### src/logic/mips_pkg.sv
package mips_pkg;

    localparam int XLEN = 32;           // Datapath width

    // Primary opcodes handled by the cluster
    typedef enum logic [5:0] {
        OP_SPECIAL = 6'b000000,         // R-type, see funct
        OP_REGIMM  = 6'b000001,         // Branch on sign, see rt
        OP_J       = 6'b000010,
        OP_JAL     = 6'b000011,
        OP_BEQ     = 6'b000100,
        OP_BNE     = 6'b000101,
        OP_BLEZ    = 6'b000110,
        OP_BGTZ    = 6'b000111,
        OP_ADDIU   = 6'b001001,
        OP_SLTI    = 6'b001010,
        OP_SLTIU   = 6'b001011,
        OP_ANDI    = 6'b001100,
        OP_ORI     = 6'b001101,
        OP_XORI    = 6'b001110
    } opcode_e;

    // SPECIAL function codes
    typedef enum logic [5:0] {
        F_SLL   = 6'b000000,
        F_SRL   = 6'b000010,
        F_SRA   = 6'b000011,
        F_SLLV  = 6'b000100,
        F_SRLV  = 6'b000110,
        F_SRAV  = 6'b000111,
        F_JR    = 6'b001000,
        F_MTHI  = 6'b010001,
        F_MTLO  = 6'b010011,
        F_MULT  = 6'b011000,
        F_MULTU = 6'b011001,
        F_DIV   = 6'b011010,
        F_DIVU  = 6'b011011,
        F_ADDU  = 6'b100001,
        F_SUBU  = 6'b100011,
        F_AND   = 6'b100100,
        F_OR    = 6'b100101,
        F_XOR   = 6'b100110,
        F_SLT   = 6'b101010,
        F_SLTU  = 6'b101011
    } funct_e;

    // Op class from the main decoder
    typedef enum logic [1:0] {
        ALUOP_ADD_MEM = 2'b00,          // Address add
        ALUOP_JUMP    = 2'b01,          // Pass source A
        ALUOP_DECODE  = 2'b10,          // Opcode and funct decide
        ALUOP_NONE    = 2'b11           // Not an instruction we know
    } alu_op_e;

    // ALU control codes
    typedef enum logic [4:0] {
        ALU_AND     = 5'd0,
        ALU_OR      = 5'd1,
        ALU_XOR     = 5'd2,
        ALU_ADDU    = 5'd3,
        ALU_SUBU    = 5'd4,
        ALU_SLTU    = 5'd5,
        ALU_SLT     = 5'd6,
        ALU_MULTU   = 5'd7,
        ALU_MULT    = 5'd8,
        ALU_SLL     = 5'd9,
        ALU_SLLV    = 5'd10,
        ALU_SRA     = 5'd11,
        ALU_SRL     = 5'd12,
        ALU_SRAV    = 5'd13,
        ALU_SRLV    = 5'd14,
        ALU_DIV     = 5'd15,
        ALU_DIVU    = 5'd16,
        ALU_MTHI    = 5'd17,
        ALU_MTLO    = 5'd18,
        ALU_LTZ     = 5'd19,            // a < 0
        ALU_GTZ     = 5'd20,            // a > 0
        ALU_GEZ     = 5'd21,            // a >= 0
        ALU_NEZ     = 5'd22,            // a - b nonzero, BNE
        ALU_LEZ     = 5'd23,            // a <= 0
        ALU_PASS_A  = 5'd24,            // Jumps
        ALU_EQ      = 5'd25,            // a - b zero, BEQ
        ALU_ILLEGAL = 5'd31
    } alu_ctrl_e;

    // One instruction slot of a bundle
    typedef struct packed {
        logic            en;            // Slot holds an instruction
        logic [31:0]     instr;
        logic [XLEN-1:0] rs_val;        // Source A as read
        logic [XLEN-1:0] rt_val;        // Source B as read
    } slot_t;

    // One lane result
    typedef struct packed {
        logic            valid;         // Copy of slot enable
        logic [XLEN-1:0] result;
        logic            taken;         // Branch or jump taken
        logic            illegal;       // Not executable here
    } lane_res_t;

endpackage
### src/logic/exec_cluster.sv
`timescale 1ns/1ps

module exec_cluster #(
    parameter int LANES = 4
) (
    input  logic                   clk,
    input  logic                   rst_n,
    input  logic                   in_valid,
    input  mips_pkg::slot_t        in_slots [LANES],
    output logic                   out_valid,
    output mips_pkg::lane_res_t    out_res  [LANES],
    output logic [$clog2(LANES):0] taken_count,
    output logic                   any_illegal
);
    import mips_pkg::*;

    logic             disp_valid;       // Dispatch stage strobe
    slot_t            lane_slot [LANES];
    logic [LANES-1:0] res_valid;        // Lane stage strobes
    lane_res_t        lane_res  [LANES];

    bundle_dispatch #(.LANES(LANES)) u_dispatch (
        .clk(clk), .rst_n(rst_n), .in_valid(in_valid), .in_slots(in_slots),
        .disp_valid(disp_valid), .lane_slot(lane_slot)
    );

    for (genvar i = 0; i < LANES; i++) begin : g_lane
        exec_lane u_lane (
            .clk(clk), .rst_n(rst_n), .disp_valid(disp_valid), .slot(lane_slot[i]),
            .res_valid(res_valid[i]), .res(lane_res[i])
        );
    end

    result_collect #(.LANES(LANES)) u_collect (
        .clk(clk), .rst_n(rst_n), .res_valid(res_valid), .lane_res(lane_res),
        .out_valid(out_valid), .out_res(out_res), .taken_count(taken_count),
        .any_illegal(any_illegal)
    );

endmodule

### src/logic/result_collect.sv
`timescale 1ns/1ps

module result_collect #(
    parameter int LANES = 4
) (
    input  logic                        clk,
    input  logic                        rst_n,
    input  logic [LANES-1:0]            res_valid,
    input  mips_pkg::lane_res_t         lane_res [LANES],
    output logic                        out_valid,
    output mips_pkg::lane_res_t         out_res  [LANES],
    output logic [$clog2(LANES):0]      taken_count,
    output logic                        any_illegal
);
    import mips_pkg::*;

    localparam int CW = $clog2(LANES) + 1; // Count width, holds LANES

    logic [CW-1:0] count_d;             // Taken entries this bundle
    logic          illegal_d;           // Some valid entry illegal

    always_comb begin
        count_d   = '0;
        illegal_d = 1'b0;
        for (int i = 0; i < LANES; i++) begin
            if (lane_res[i].valid && lane_res[i].taken) begin
                count_d = count_d + CW'(1);
            end
            if (lane_res[i].valid && lane_res[i].illegal) begin
                illegal_d = 1'b1;
            end
        end
    end

    // Lanes run in lockstep so lane 0 stands for all
    always_ff @(posedge clk) begin
        if (!rst_n) begin
            out_valid   <= 1'b0;
            taken_count <= '0;
            any_illegal <= 1'b0;
            for (int i = 0; i < LANES; i++) begin
                out_res[i] <= '0;
            end
        end else begin
            out_valid <= res_valid[0];
            if (res_valid[0]) begin     // Hold last bundle between strobes
                taken_count <= count_d;
                any_illegal <= illegal_d;
                for (int i = 0; i < LANES; i++) begin
                    out_res[i] <= lane_res[i];
                end
            end
        end
    end

endmodule

### src/logic/bundle_dispatch.sv
`timescale 1ns/1ps

module bundle_dispatch #(
    parameter int LANES = 4
) (
    input  logic            clk,
    input  logic            rst_n,
    input  logic            in_valid,
    input  mips_pkg::slot_t in_slots [LANES],
    output logic            disp_valid,
    output mips_pkg::slot_t lane_slot [LANES]
);
    import mips_pkg::*;

    logic [LANES-1:0] en_q;             // Slot enables, masked by in_valid
    logic [31:0]      instr_q [LANES];
    logic [XLEN-1:0]  rs_q    [LANES];
    logic [XLEN-1:0]  rt_q    [LANES];

    always_ff @(posedge clk) begin
        if (!rst_n) begin
            disp_valid <= 1'b0;
            en_q       <= '0;
        end else begin
            disp_valid <= in_valid;
            for (int i = 0; i < LANES; i++) begin
                en_q[i] <= in_valid & in_slots[i].en; // Stale slots become bubbles
            end
        end
    end

    always_ff @(posedge clk) begin
        for (int i = 0; i < LANES; i++) begin
            instr_q[i] <= in_slots[i].instr;
            rs_q[i]    <= in_slots[i].rs_val;
            rt_q[i]    <= in_slots[i].rt_val;
        end
    end

    always_comb begin
        for (int i = 0; i < LANES; i++) begin
            lane_slot[i] = '{en: en_q[i], instr: instr_q[i], rs_val: rs_q[i], rt_val: rt_q[i]};
        end
    end

endmodule

### src/logic/exec_lane.sv
`timescale 1ns/1ps

module exec_lane (
    input  logic                clk,
    input  logic                rst_n,
    input  logic                disp_valid,
    input  mips_pkg::slot_t     slot,
    output logic                res_valid,
    output mips_pkg::lane_res_t res
);
    import mips_pkg::*;

    opcode_e         op;
    alu_op_e         alu_op;
    alu_ctrl_e       alu_ctrl;
    logic            use_imm, zero_ext, is_branch, is_jump;
    logic [XLEN-1:0] imm_ext;           // Extended immediate
    logic [XLEN-1:0] opnd_b;
    logic [XLEN-1:0] alu_y;
    logic            unsupported;
    logic            jr;                // Jump register
    logic            illegal;
    lane_res_t       res_d;

    assign op = opcode_e'(slot.instr[31:26]);
    assign imm_ext = zero_ext ? {16'h0000, slot.instr[15:0]}
                              : {{16{slot.instr[15]}}, slot.instr[15:0]};
    assign opnd_b = use_imm ? imm_ext : slot.rt_val;

    mips_main_dec u_main_dec (
        .op(op), .alu_op(alu_op), .use_imm(use_imm), .zero_ext(zero_ext),
        .is_branch(is_branch), .is_jump(is_jump)
    );

    mips_alu_dec u_alu_dec (
        .funct(slot.instr[5:0]), .op(slot.instr[31:26]), .dest(slot.instr[20:16]),
        .aluop(alu_op), .alucontrol(alu_ctrl)
    );

    mips_alu u_alu (
        .ctrl(alu_ctrl), .a(slot.rs_val), .b(opnd_b), .shamt(slot.instr[10:6]),
        .y(alu_y), .unsupported(unsupported)
    );

    assign jr      = ~is_jump & (alu_ctrl == ALU_PASS_A); // JR via funct
    assign illegal = (alu_op == ALUOP_NONE) | unsupported;

    always_comb begin
        res_d.valid   = slot.en;
        res_d.illegal = slot.en & illegal;
        res_d.result  = (slot.en & ~illegal) ? alu_y : '0; // Bubbles and illegal give 0
        res_d.taken   = slot.en & ~illegal & (is_jump | jr | (is_branch & alu_y[0]));
    end

    always_ff @(posedge clk) begin
        if (!rst_n) begin
            res_valid <= 1'b0;
            res       <= '0;
        end else begin
            res_valid <= disp_valid;    // One cycle behind dispatch
            res       <= res_d;
        end
    end

endmodule

### src/logic/mips_alu.sv
`timescale 1ns/1ps

module mips_alu (
    input  mips_pkg::alu_ctrl_e ctrl,
    input  logic [31:0]         a,
    input  logic [31:0]         b,
    input  logic [4:0]          shamt,
    output logic [31:0]         y,
    output logic                unsupported
);
    import mips_pkg::*;

    logic [XLEN-1:0] sum;               // a + b
    logic [XLEN-1:0] diff;              // a - b
    logic            lt_s;              // Signed a < b
    logic            lt_u;              // Unsigned a < b
    logic            a_neg;             // Sign of a
    logic            a_zero;            // a is all zeros
    logic [4:0]      var_sh;            // Variable shift amount

    assign sum    = a + b;
    assign diff   = a - b;
    assign lt_s   = $signed(a) < $signed(b);
    assign lt_u   = a < b;
    assign a_neg  = a[XLEN-1];
    assign a_zero = (a == '0);
    assign var_sh = a[4:0];             // Low bits of rs

    always_comb begin
        y           = '0;
        unsupported = 1'b0;
        case (ctrl)
            ALU_AND:    y = a & b;
            ALU_OR:     y = a | b;
            ALU_XOR:    y = a ^ b;
            ALU_ADDU:   y = sum;        // No overflow trap
            ALU_SUBU:   y = diff;
            ALU_SLT:    y = {{(XLEN-1){1'b0}}, lt_s};
            ALU_SLTU:   y = {{(XLEN-1){1'b0}}, lt_u};
            ALU_SLL:    y = b << shamt; // rt is the shifted value
            ALU_SRL:    y = b >> shamt;
            ALU_SRA:    y = $signed(b) >>> shamt;
            ALU_SLLV:   y = b << var_sh;
            ALU_SRLV:   y = b >> var_sh;
            ALU_SRAV:   y = $signed(b) >>> var_sh;
            ALU_EQ:     y = {{(XLEN-1){1'b0}}, (diff == '0)};
            ALU_NEZ:    y = {{(XLEN-1){1'b0}}, (diff != '0)};
            ALU_LTZ:    y = {{(XLEN-1){1'b0}}, a_neg};
            ALU_GEZ:    y = {{(XLEN-1){1'b0}}, ~a_neg};
            ALU_GTZ:    y = {{(XLEN-1){1'b0}}, ~a_neg & ~a_zero};
            ALU_LEZ:    y = {{(XLEN-1){1'b0}}, a_neg | a_zero};
            ALU_PASS_A: y = a;          // Jump result
            ALU_MULT, ALU_MULTU, ALU_DIV, ALU_DIVU: begin
                unsupported = 1'b1;     // No multiplier or divider
            end
            ALU_MTHI, ALU_MTLO: begin
                unsupported = 1'b1;     // No HI/LO registers
            end
            default: begin
                unsupported = 1'b1;     // ILLEGAL and unused codes
            end
        endcase
    end

endmodule

### src/logic/mips_alu_dec.sv
`timescale 1ns/1ps

module mips_alu_dec (
    input  logic [5:0]          funct,
    input  logic [5:0]          op,
    input  logic [4:0]          dest,
    input  mips_pkg::alu_op_e   aluop,
    output mips_pkg::alu_ctrl_e alucontrol
);
    import mips_pkg::*;

    always_comb begin
        case (aluop)
            ALUOP_ADD_MEM: alucontrol = ALU_ADDU;   // Address arithmetic
            ALUOP_JUMP:    alucontrol = ALU_PASS_A; // J and JAL forward rs
            ALUOP_DECODE: begin
                case (op)
                    OP_SPECIAL: begin
                        case (funct)
                            F_ADDU:  alucontrol = ALU_ADDU;
                            F_SUBU:  alucontrol = ALU_SUBU;
                            F_AND:   alucontrol = ALU_AND;
                            F_OR:    alucontrol = ALU_OR;
                            F_XOR:   alucontrol = ALU_XOR;
                            F_SLT:   alucontrol = ALU_SLT;
                            F_SLTU:  alucontrol = ALU_SLTU;
                            F_SLL:   alucontrol = ALU_SLL;  // Constant shifts
                            F_SRL:   alucontrol = ALU_SRL;
                            F_SRA:   alucontrol = ALU_SRA;
                            F_SLLV:  alucontrol = ALU_SLLV; // Amount from rs
                            F_SRLV:  alucontrol = ALU_SRLV;
                            F_SRAV:  alucontrol = ALU_SRAV;
                            F_MULT:  alucontrol = ALU_MULT; // Decoded, not executed
                            F_MULTU: alucontrol = ALU_MULTU;
                            F_DIV:   alucontrol = ALU_DIV;
                            F_DIVU:  alucontrol = ALU_DIVU;
                            F_MTHI:  alucontrol = ALU_MTHI;
                            F_MTLO:  alucontrol = ALU_MTLO;
                            F_JR:    alucontrol = ALU_PASS_A; // Jump register
                            default: alucontrol = ALU_ILLEGAL;
                        endcase
                    end
                    OP_REGIMM: begin
                        case (dest)
                            5'b00000: alucontrol = ALU_LTZ; // BLTZ
                            5'b00001: alucontrol = ALU_GEZ; // BGEZ
                            5'b10000: alucontrol = ALU_LTZ; // BLTZAL, no link here
                            5'b10001: alucontrol = ALU_GEZ; // BGEZAL
                            default:  alucontrol = ALU_ILLEGAL;
                        endcase
                    end
                    OP_BEQ:   alucontrol = ALU_EQ;
                    OP_BNE:   alucontrol = ALU_NEZ;
                    OP_BLEZ:  alucontrol = ALU_LEZ;
                    OP_BGTZ:  alucontrol = ALU_GTZ;
                    OP_ADDIU: alucontrol = ALU_ADDU;
                    OP_ANDI:  alucontrol = ALU_AND;
                    OP_ORI:   alucontrol = ALU_OR;
                    OP_XORI:  alucontrol = ALU_XOR;
                    OP_SLTI:  alucontrol = ALU_SLT;
                    OP_SLTIU: alucontrol = ALU_SLTU; // Unsigned compare, signed imm
                    default:  alucontrol = ALU_ILLEGAL;
                endcase
            end
            default: alucontrol = ALU_ILLEGAL; // NONE class
        endcase
    end

endmodule

### src/logic/mips_main_dec.sv
`timescale 1ns/1ps

module mips_main_dec (
    input  mips_pkg::opcode_e op,
    output mips_pkg::alu_op_e alu_op,
    output logic              use_imm,
    output logic              zero_ext,
    output logic              is_branch,
    output logic              is_jump
);
    import mips_pkg::*;

    always_comb begin
        alu_op    = ALUOP_NONE;         // Unknown unless listed
        use_imm   = 1'b0;
        zero_ext  = 1'b0;
        is_branch = 1'b0;
        is_jump   = 1'b0;
        case (op)
            OP_SPECIAL: begin
                alu_op = ALUOP_DECODE;  // Funct picks the operation
            end
            OP_REGIMM: begin
                alu_op    = ALUOP_DECODE; // rt picks the test
                is_branch = 1'b1;
            end
            OP_BEQ, OP_BNE: begin
                alu_op    = ALUOP_DECODE; // Compare rs with rt
                is_branch = 1'b1;
            end
            OP_BLEZ, OP_BGTZ: begin
                alu_op    = ALUOP_DECODE; // Test rs alone
                is_branch = 1'b1;
            end
            OP_ADDIU, OP_SLTI, OP_SLTIU: begin
                alu_op  = ALUOP_DECODE;
                use_imm = 1'b1;         // Sign-extended immediate
            end
            OP_ANDI, OP_ORI, OP_XORI: begin
                alu_op   = ALUOP_DECODE;
                use_imm  = 1'b1;
                zero_ext = 1'b1;        // Logical ops zero-extend
            end
            OP_J, OP_JAL: begin
                alu_op  = ALUOP_JUMP;   // Result is rs_val
                is_jump = 1'b1;
            end
            default: begin
                alu_op = ALUOP_NONE;
            end
        endcase
    end

endmodule

### config.mk
export PLATFORM = sky130hd
export DESIGN_NAME = exec_cluster
export DESIGN_NICKNAME = d
export VERILOG_FILES = /design/src/logic/mips_pkg.sv /design/src/logic/exec_cluster.sv /design/src/logic/result_collect.sv /design/src/logic/bundle_dispatch.sv /design/src/logic/exec_lane.sv /design/src/logic/mips_alu.sv /design/src/logic/mips_alu_dec.sv /design/src/logic/mips_main_dec.sv
export SDC_FILE = /design/constraint.sdc
export NUM_CORES = 2
export LEC_CHECK = 0
export ABC_AREA = 1
export BUFFER_PORTS_ARGS = -buffer_cell sky130_fd_sc_hd__buf_2
export CELL_PAD_IN_SITES_DETAIL_PLACEMENT = 0
export CELL_PAD_IN_SITES_GLOBAL_PLACEMENT = 1
export CORE_ASPECT_RATIO = 0.6
export CORE_MARGIN = 2
export CORE_UTILIZATION = 46
export CTS_CLUSTER_SIZE = 20
export DETAILED_ROUTE_END_ITERATION = 16
export PLACE_DENSITY = 0.94
export SETUP_SLACK_MARGIN = 0.1
export SYNTH_ARGS = -nofsm -noshare
export SYNTH_HDL_FRONTEND = slang
export SYNTH_HIERARCHICAL = 1
export SYNTH_SLANG_ARGS = --single-unit
export TNS_END_PERCENT = 30
### constraint.sdc
create_clock -name clk -period 9.7 [get_ports clk]
set_input_delay 0 -clock clk [delete_from_list [all_inputs] [get_ports clk]]
set_output_delay 0 -clock clk [all_outputs]
set_load 0.01 [all_outputs]
==> Word level (Yosys, flattened, before mapping) <==
Memories as Yosys holds them, arrays and structs flattened.
Index checks and enable logic that the tools add are counted.
{ "totals": {"regBits": 291, "ramBits": 384, "mem_bits_ro": 1280, "output_inout_bits": 145, "wordCells": 440, "n_memories": 7} }
{ "memory_table": {"columns": ["name", "depth", "word_bits", "rd", "rd_ports_with_merged_regs", "write_ports", "line_no", "text"], "rows": [
  ["(name not given)", 64, 5, 1, 0, 0, "mips_alu_dec.sv:19", "case (funct)"],
  ["(name not given)", 64, 5, 1, 0, 0, "mips_alu_dec.sv:19", null],
  ["(name not given)", 64, 5, 1, 0, 0, "mips_alu_dec.sv:19", null],
  ["(name not given)", 64, 5, 1, 0, 0, "mips_alu_dec.sv:19", null],
  ["u_dispatch.instr_q", 4, 32, 4, 0, 4, "bundle_dispatch.sv:16", "logic [31:0] instr_q [LANES];"],
  ["u_dispatch.rs_q", 4, 32, 4, 0, 4, "bundle_dispatch.sv:17", "logic [XLEN-1:0] rs_q [LANES];"],
  ["+1 memories", null, null, null, null, null, null, null]
]} }
{ "op_classes": {"add_sub_neg": 11, "order_cmp": 8, "eq_ne": 152, "n_shift": 24, "muxes": 56, "bitwise": 72, "reduce_logical": 72} }
{ "ops": {"columns": ["op", "n"], "rows": [
  ["one-hot mux 32 bit (20 select lines)", 4],
  ["logical NOT 32 bit", 8],
  ["less-than comparator 32 bit", 8],
  ["two-way mux 32 bit", 8],
  ["<< shifter 32 x 5 -> 32 bit", 8],
  [">> shifter 32 x 5 -> 32 bit", 8],
  [">>> shifter 32 x 5 -> 32 bit", 8],
  ["one-hot mux 5 bit (12 select lines)", 4],
  ["== test 5 bit, second input constant", 36],
  ["== test 6 x 4 -> 1 bit, second input constant", 24],
  ["adder 32 bit", 4],
  ["bitwise AND 32 bit", 4],
  ["bitwise OR 32 bit", 4],
  ["nonzero test 32 bit", 4],
  ["subtractor 32 bit", 4],
  ["XOR 32 bit", 4],
  ["== test 5 x 4 -> 1 bit, second input constant", 24],
  ["== test 6 x 3 -> 1 bit, second input constant", 16],
  ["OR reduction 20 bit", 4],
  ["== test 5 x 3 -> 1 bit, second input constant", 12],
  ["one-hot mux 5 bit (3 select lines)", 4],
  ["== test 6 x 2 -> 1 bit, second input constant", 8],
  ["OR reduction 12 bit", 4],
  ["== test 5 x 1 -> 1 bit, second input constant", 8],
  ["other kinds (22)", 175]
]} }

==> Depth between registers and ports, before layout <==
An unclocked memory read counts as a cell.
{ "depth": {"word_depth": 13, "mapped_depth": 32, "depth_no_buf": 31} }

==> Hierarchy <==
Netlist, hierarchy kept.
{ "modules_own_cells": {"columns": ["mod", "instances", "cells_each", "area_each_um2", "seq_area_each_um2"], "rows": [
  ["mips_alu (g_lane[1].u_lane.u_alu ...)", 3, 2468, 12205.5, 0.0],
  ["mips_alu (g_lane[0].u_lane.u_alu)", 1, 2486, 12075.3, 0.0],
  ["bundle_dispatch", 1, 399, 7827.5, 7787.5],
  ["exec_lane", 4, 173, 1443.9, 720.7],
  ["result_collect", 1, 666, 5203.7, 2902.8],
  ["mips_alu_dec (g_lane[2].u_lane.u_alu_dec)", 1, 155, 764.5, 0.0],
  ["mips_alu_dec (g_lane[0].u_lane.u_alu_dec)", 1, 156, 749.5, 0.0],
  ["mips_alu_dec (g_lane[3].u_lane.u_alu_dec)", 1, 145, 734.5, 0.0],
  ["mips_alu_dec (g_lane[1].u_lane.u_alu_dec)", 1, 149, 725.7, 0.0],
  ["mips_main_dec", 4, 21, 98.8, 0.0]
]} }

==> Worst setup path before layout <==
No wires, ideal clock.
{ "synth_path": {"path_type": "register -> register", "from": "memory u_dispatch.instr_q[2][27]", "to": "register g_lane[2].u_lane/res[1] (netlist name)", "setup_ns": 0.120, "arrival_time_ns": 3.533, "slack_ns": 6.047, "stages_incl_launch_ff": 29, "n_path_buf": 3, "period_less_slack_ns": 3.653, "cell_sequence": "dfxtp_1 inv_1 nand2_1 nand3_1 nand2_2 buf_6 nand2_2 or2_4 buf_6 o21ai_2 clkinv_1 ha_1 buf_2 nor2_1 inv_1 nor2_1 and2_1 and2_1 nand2_1 nand3_1 nand2_1 nor2_1 nand2_1 nor2_1 nand3_1 nand2_1 nand3_1 a21oi_1 a21oi_1"} }
{ "synth_lines": {"columns": ["item", "line_no", "text"], "rows": [
  ["from (decl)", "bundle_dispatch.sv:16", null],
  ["to (signal assigned)", "exec_lane.sv:61", "res <= res_d;"],
  ["to (decl)", "exec_lane.sv:9", "output mips_pkg::lane_res_t res"]
]} }

==> run summary <==
The maximum level of the CTS H-tree is 2. The number of nets at the end of the flow came out at roughly 14k. The tree is rooted in a sky130_fd_sc_hd__clkbuf_16. The die is 307 µm tall.

The total routed wirelength is 386000 µm. The number of top-level pins came out at roughly 540. The first-pass GRT wire length is 553000 µm.

The checks that failed: max-capacitance violations, max-slew violations. Setup repair after global routing left no endpoint under its margin. The post-synthesis net count came out at 13.1k.

A synthesized cell averages 5.71 µm². The buffering stage count on the worst path with inverters included is 3. The actual slew at the worst max-slew pin is approximately 1500 ps.

The floorplan has 111 rows. The warning count from the yosys run is 6. The clock sink total is 651. Across the routed clock network, the largest skew measured is between 30 and 40 ps. The worst setup path is of the reg -> reg kind. The placeable core region came out at around 150000 µm². The slowest stage of the critical path is the sky130_fd_sc_hd__ha_1 cell. The number of global-route vias before repair came to between 80k and 90k. The signal on the critical path passes through nand2_1, inv_1, nand3_1, nand2_2, buf_4, nand2_2, or2_4, o21ai_2, clkinv_1, ha_1, nor2_1, nand2_1, nor3_1, nand3_1, nand3_1, nand2_1, nand2_1, nand2_1, nand3_1, nand3_1, nor2_1, nand3_1, a21oi_1, a21oi_1.

The worst-path maximum fanout is 24. The nature of the critical path endpoint is a flop. The length of routed met3 wiring came out at 67000 µm. The cell area that synthesis handed to floorplanning was roughly 70000 µm². The detail-routed net length per standard cell came out at 25.3 µm. The reported leakage power is 41.2 nW.

The detailed placer's ending HPWL came out at 292000 µm. The share of post-route cells with drive strength above 1 is 9.31%. The internal portion of total power is roughly 0.0054 W.

The quantity of hold-fixing buffers added after cts came out at 725. The multi-input combinational cells in the finished layout cover a total of 48700 µm². The floorplan die area is ~160000 µm². The via count came out at 93.3k. The worst setup path is launched from a flop.

The count of pins over their slew limit came out at 5. The clock period minus worst slack came out at 6320 ps. The leftover overflow at the end of global routing came out at 0. The maximum number of pins on one net before global-route repair came out at 94. The power per cell area is 116 nW/µm². The total power consumption of the routed design is between 0.009 and 0.01 W. The proportion of power drawn by the clock network came out at 28.8%. The worst hold path belongs to the class in -> reg. In this design, the stage delay of the slowest critical-path cell is 700 ps. The detail route stage leaves a number of antenna-violating nets equal to 0.

The clock latency at the later pin of the worst-skew pair is about 750 ps. TritonCTS built the clock tree. Global routing consumed, over all layers together, 46.9% of the routing resources. The post-cts repair resize count came out at 0. The gate count of the mapped netlist is roughly 12k. The tightest slew margin relative to the limit came out at -2.87%. The peak ir drop on the vdd network came out at 0.000156 V. The number of violations reported at the end of detailed-routing iteration 0 came out at 16.4k. The worst path arrival time came out at 6900 ps. The dominant delay contributor by cell family on the critical path is simple AND/OR/NAND/NOR gates.

The combinational group share of total power came out at 40.9%. The length of routed wiring on met1 came out at 157000 µm. The register area is ~13000 µm². Input and output buffers added on the ports amount to slightly above 500.

The congestion estimate from routability-driven global placement came to 1.13. Buffers added to address setup during post-CTS repair amount to 0. The share of total power in sequential cells came out at 30.3%. The width of the die is ~510 µm.

After routing, the total negative slack on setup checks comes to 0 ps. The total net switching power came out at 0.00419 W. In the detailed route, the total length drawn on met2 is ~140000 µm.

The pre-antenna-repair detailed-routing pass consisted of 9 iterations. The number of clock buffers inserted by TritonCTS came out at 61. The number of endpoints with negative hold slack in the final report is 0. The uppermost signal routing layer after detailed routing is met5.

Derived from the worst setup path, the maximum achievable clock frequency is 158 MHz. The initial antenna violation count came out at 25. The tool flagged a number of max-cap violations equal to 1. The run finished, with violations left. The setup-violating endpoint count in the final report is 0. Net switching is 43.6% of the power.

The per-cell via count in the routed design is ~6.1. The number of filler instances in the final layout came out at roughly 15k. The share of the cycle needed by the critical path after routing is 65.1%. The maximum buffer depth of the clock tree came out at 3. The library cell appearing most often on the critical path is sky130_fd_sc_hd__nand3_1.

The critical path required time came out at around 10000 ps. The initial utilization of the core area, before any placement, comes to a little under half. The clock transition time at the flip-flop clock pins of the worst setup and hold paths came out at 80 ps. In the routed design, unresolved DRC markers number 0. The layout overhead on the synthesized area is 17.7%.
power groups by stage:
stage               logic [W]  registers (W)  clock network, W
floorplan             0.00227        0.00292                 0
global placement      0.00339        0.00295                 0
detailed placement    0.00340        0.00296                 0
CTS                   0.00365        0.00289           0.00275
global route          0.00415        0.00291           0.00288
finish                0.00393        0.00291           0.00277
worst register-to-register path: stages (launching register included):
cell	delay (ps)
sky130_fd_sc_hd__dfxtp_1	570
sky130_fd_sc_hd__nand2_1	130
sky130_fd_sc_hd__inv_1	90
sky130_fd_sc_hd__nand3_1	120
sky130_fd_sc_hd__nand2_2	310
sky130_fd_sc_hd__buf_4	480
sky130_fd_sc_hd__nand2_2	120
sky130_fd_sc_hd__or2_4	380
sky130_fd_sc_hd__o21ai_2	150
sky130_fd_sc_hd__clkinv_1	550
sky130_fd_sc_hd__ha_1	700
sky130_fd_sc_hd__nor2_1	260
sky130_fd_sc_hd__nand2_1	170
sky130_fd_sc_hd__nor3_1	430
sky130_fd_sc_hd__nand3_1	240
sky130_fd_sc_hd__nand3_1	180
sky130_fd_sc_hd__nand2_1	140
sky130_fd_sc_hd__nand2_1	140
sky130_fd_sc_hd__nand2_1	70
sky130_fd_sc_hd__nand3_1	90
sky130_fd_sc_hd__nand3_1	80
sky130_fd_sc_hd__nor2_1	230
sky130_fd_sc_hd__nand3_1	240
sky130_fd_sc_hd__a21oi_1	200
sky130_fd_sc_hd__a21oi_1	90
stage by stage:
| stage | setup WS [ps] | utilization (%) | hold WS (ps) | std cells | instance area (µm²) |
|---|---|---|---|---|---|
| global placement | 4100 | 48.1 | 102 | 14392 | 73200 |
| CTS | 4000 | 54.3 | 7.85 | 15231 | 82700 |
| floorplan | 6050 | - | 27.7 | 12303 | 70300 |
| detailed placement | 4010 | 48.1 | 104 | 14392 | 73200 |
| finish | 3380 | 54.4 | 24.5 | 15247 | 82800 |
| global route | 3220 | 54.4 | 2.99 | 15242 | 82700 |
layout by cell type, fill, tap and decap left out, types with 120 or more instances in the layout:
cell	n
sky130_fd_sc_hd__o21ai_0	621
sky130_fd_sc_hd__nand3_1	1501
sky130_fd_sc_hd__o21ai_1	336
sky130_fd_sc_hd__dfxtp_1	650
sky130_fd_sc_hd__ha_1	411
sky130_fd_sc_hd__nand4_1	171
sky130_fd_sc_hd__a21oi_1	480
sky130_fd_sc_hd__inv_1	1367
sky130_fd_sc_hd__nand2_1	3534
sky130_fd_sc_hd__dlygate4sd3_1	725
sky130_fd_sc_hd__o22ai_1	120
sky130_fd_sc_hd__nor2_1	1360
sky130_fd_sc_hd__buf_4	123
sky130_fd_sc_hd__buf_2	510
sky130_fd_sc_hd__o211ai_1	218
final timing paths:
check | from | end | slack (ps) | cells after the start
max | u_dispatch/instr_q[1][28] | g_lane[1].u_lane/res[1] | 3380 | 24
min | in_slots[188] | u_dispatch/instr_q[2][27] | 20 | 2
max reg2reg | u_dispatch/instr_q[1][28] | g_lane[1].u_lane/res[1] | 3380 | 24
min reg2reg | u_dispatch/disp_valid | g_lane[0].u_lane/res_valid | 420 | 2
layer usage:
metal  GRT usage, %  vias to the layer above
li1               -                    41974
met1           65.4                    42528
met2           62.3                     7570
met3           20.7                     1237
met4           17.5                       20
met5              0                        -
area by class of cell:
type                    instances  area share [%]
well taps                    2034            3.08
multi-input cells            9614            58.8
repair buffers               1358            13.0
diodes                         16          0.0484
inverters                    1460            6.63
clock buffers                  72            2.00
clock inverters                42           0.702
flip-flops and latches        651            15.8
flip-flops by register name (all words and copies together), names as in the netlist, 3 cells and up:
name,count
u_dispatch/rs_q,128
g_lane.u_lane/res,140
u_dispatch/instr_q,104
u_dispatch/en_q,4
u_collect/taken_count,3
u_dispatch/rt_q,128
u_collect/out_res,140
No activity file was read; power rests on OpenSTA's default activity.
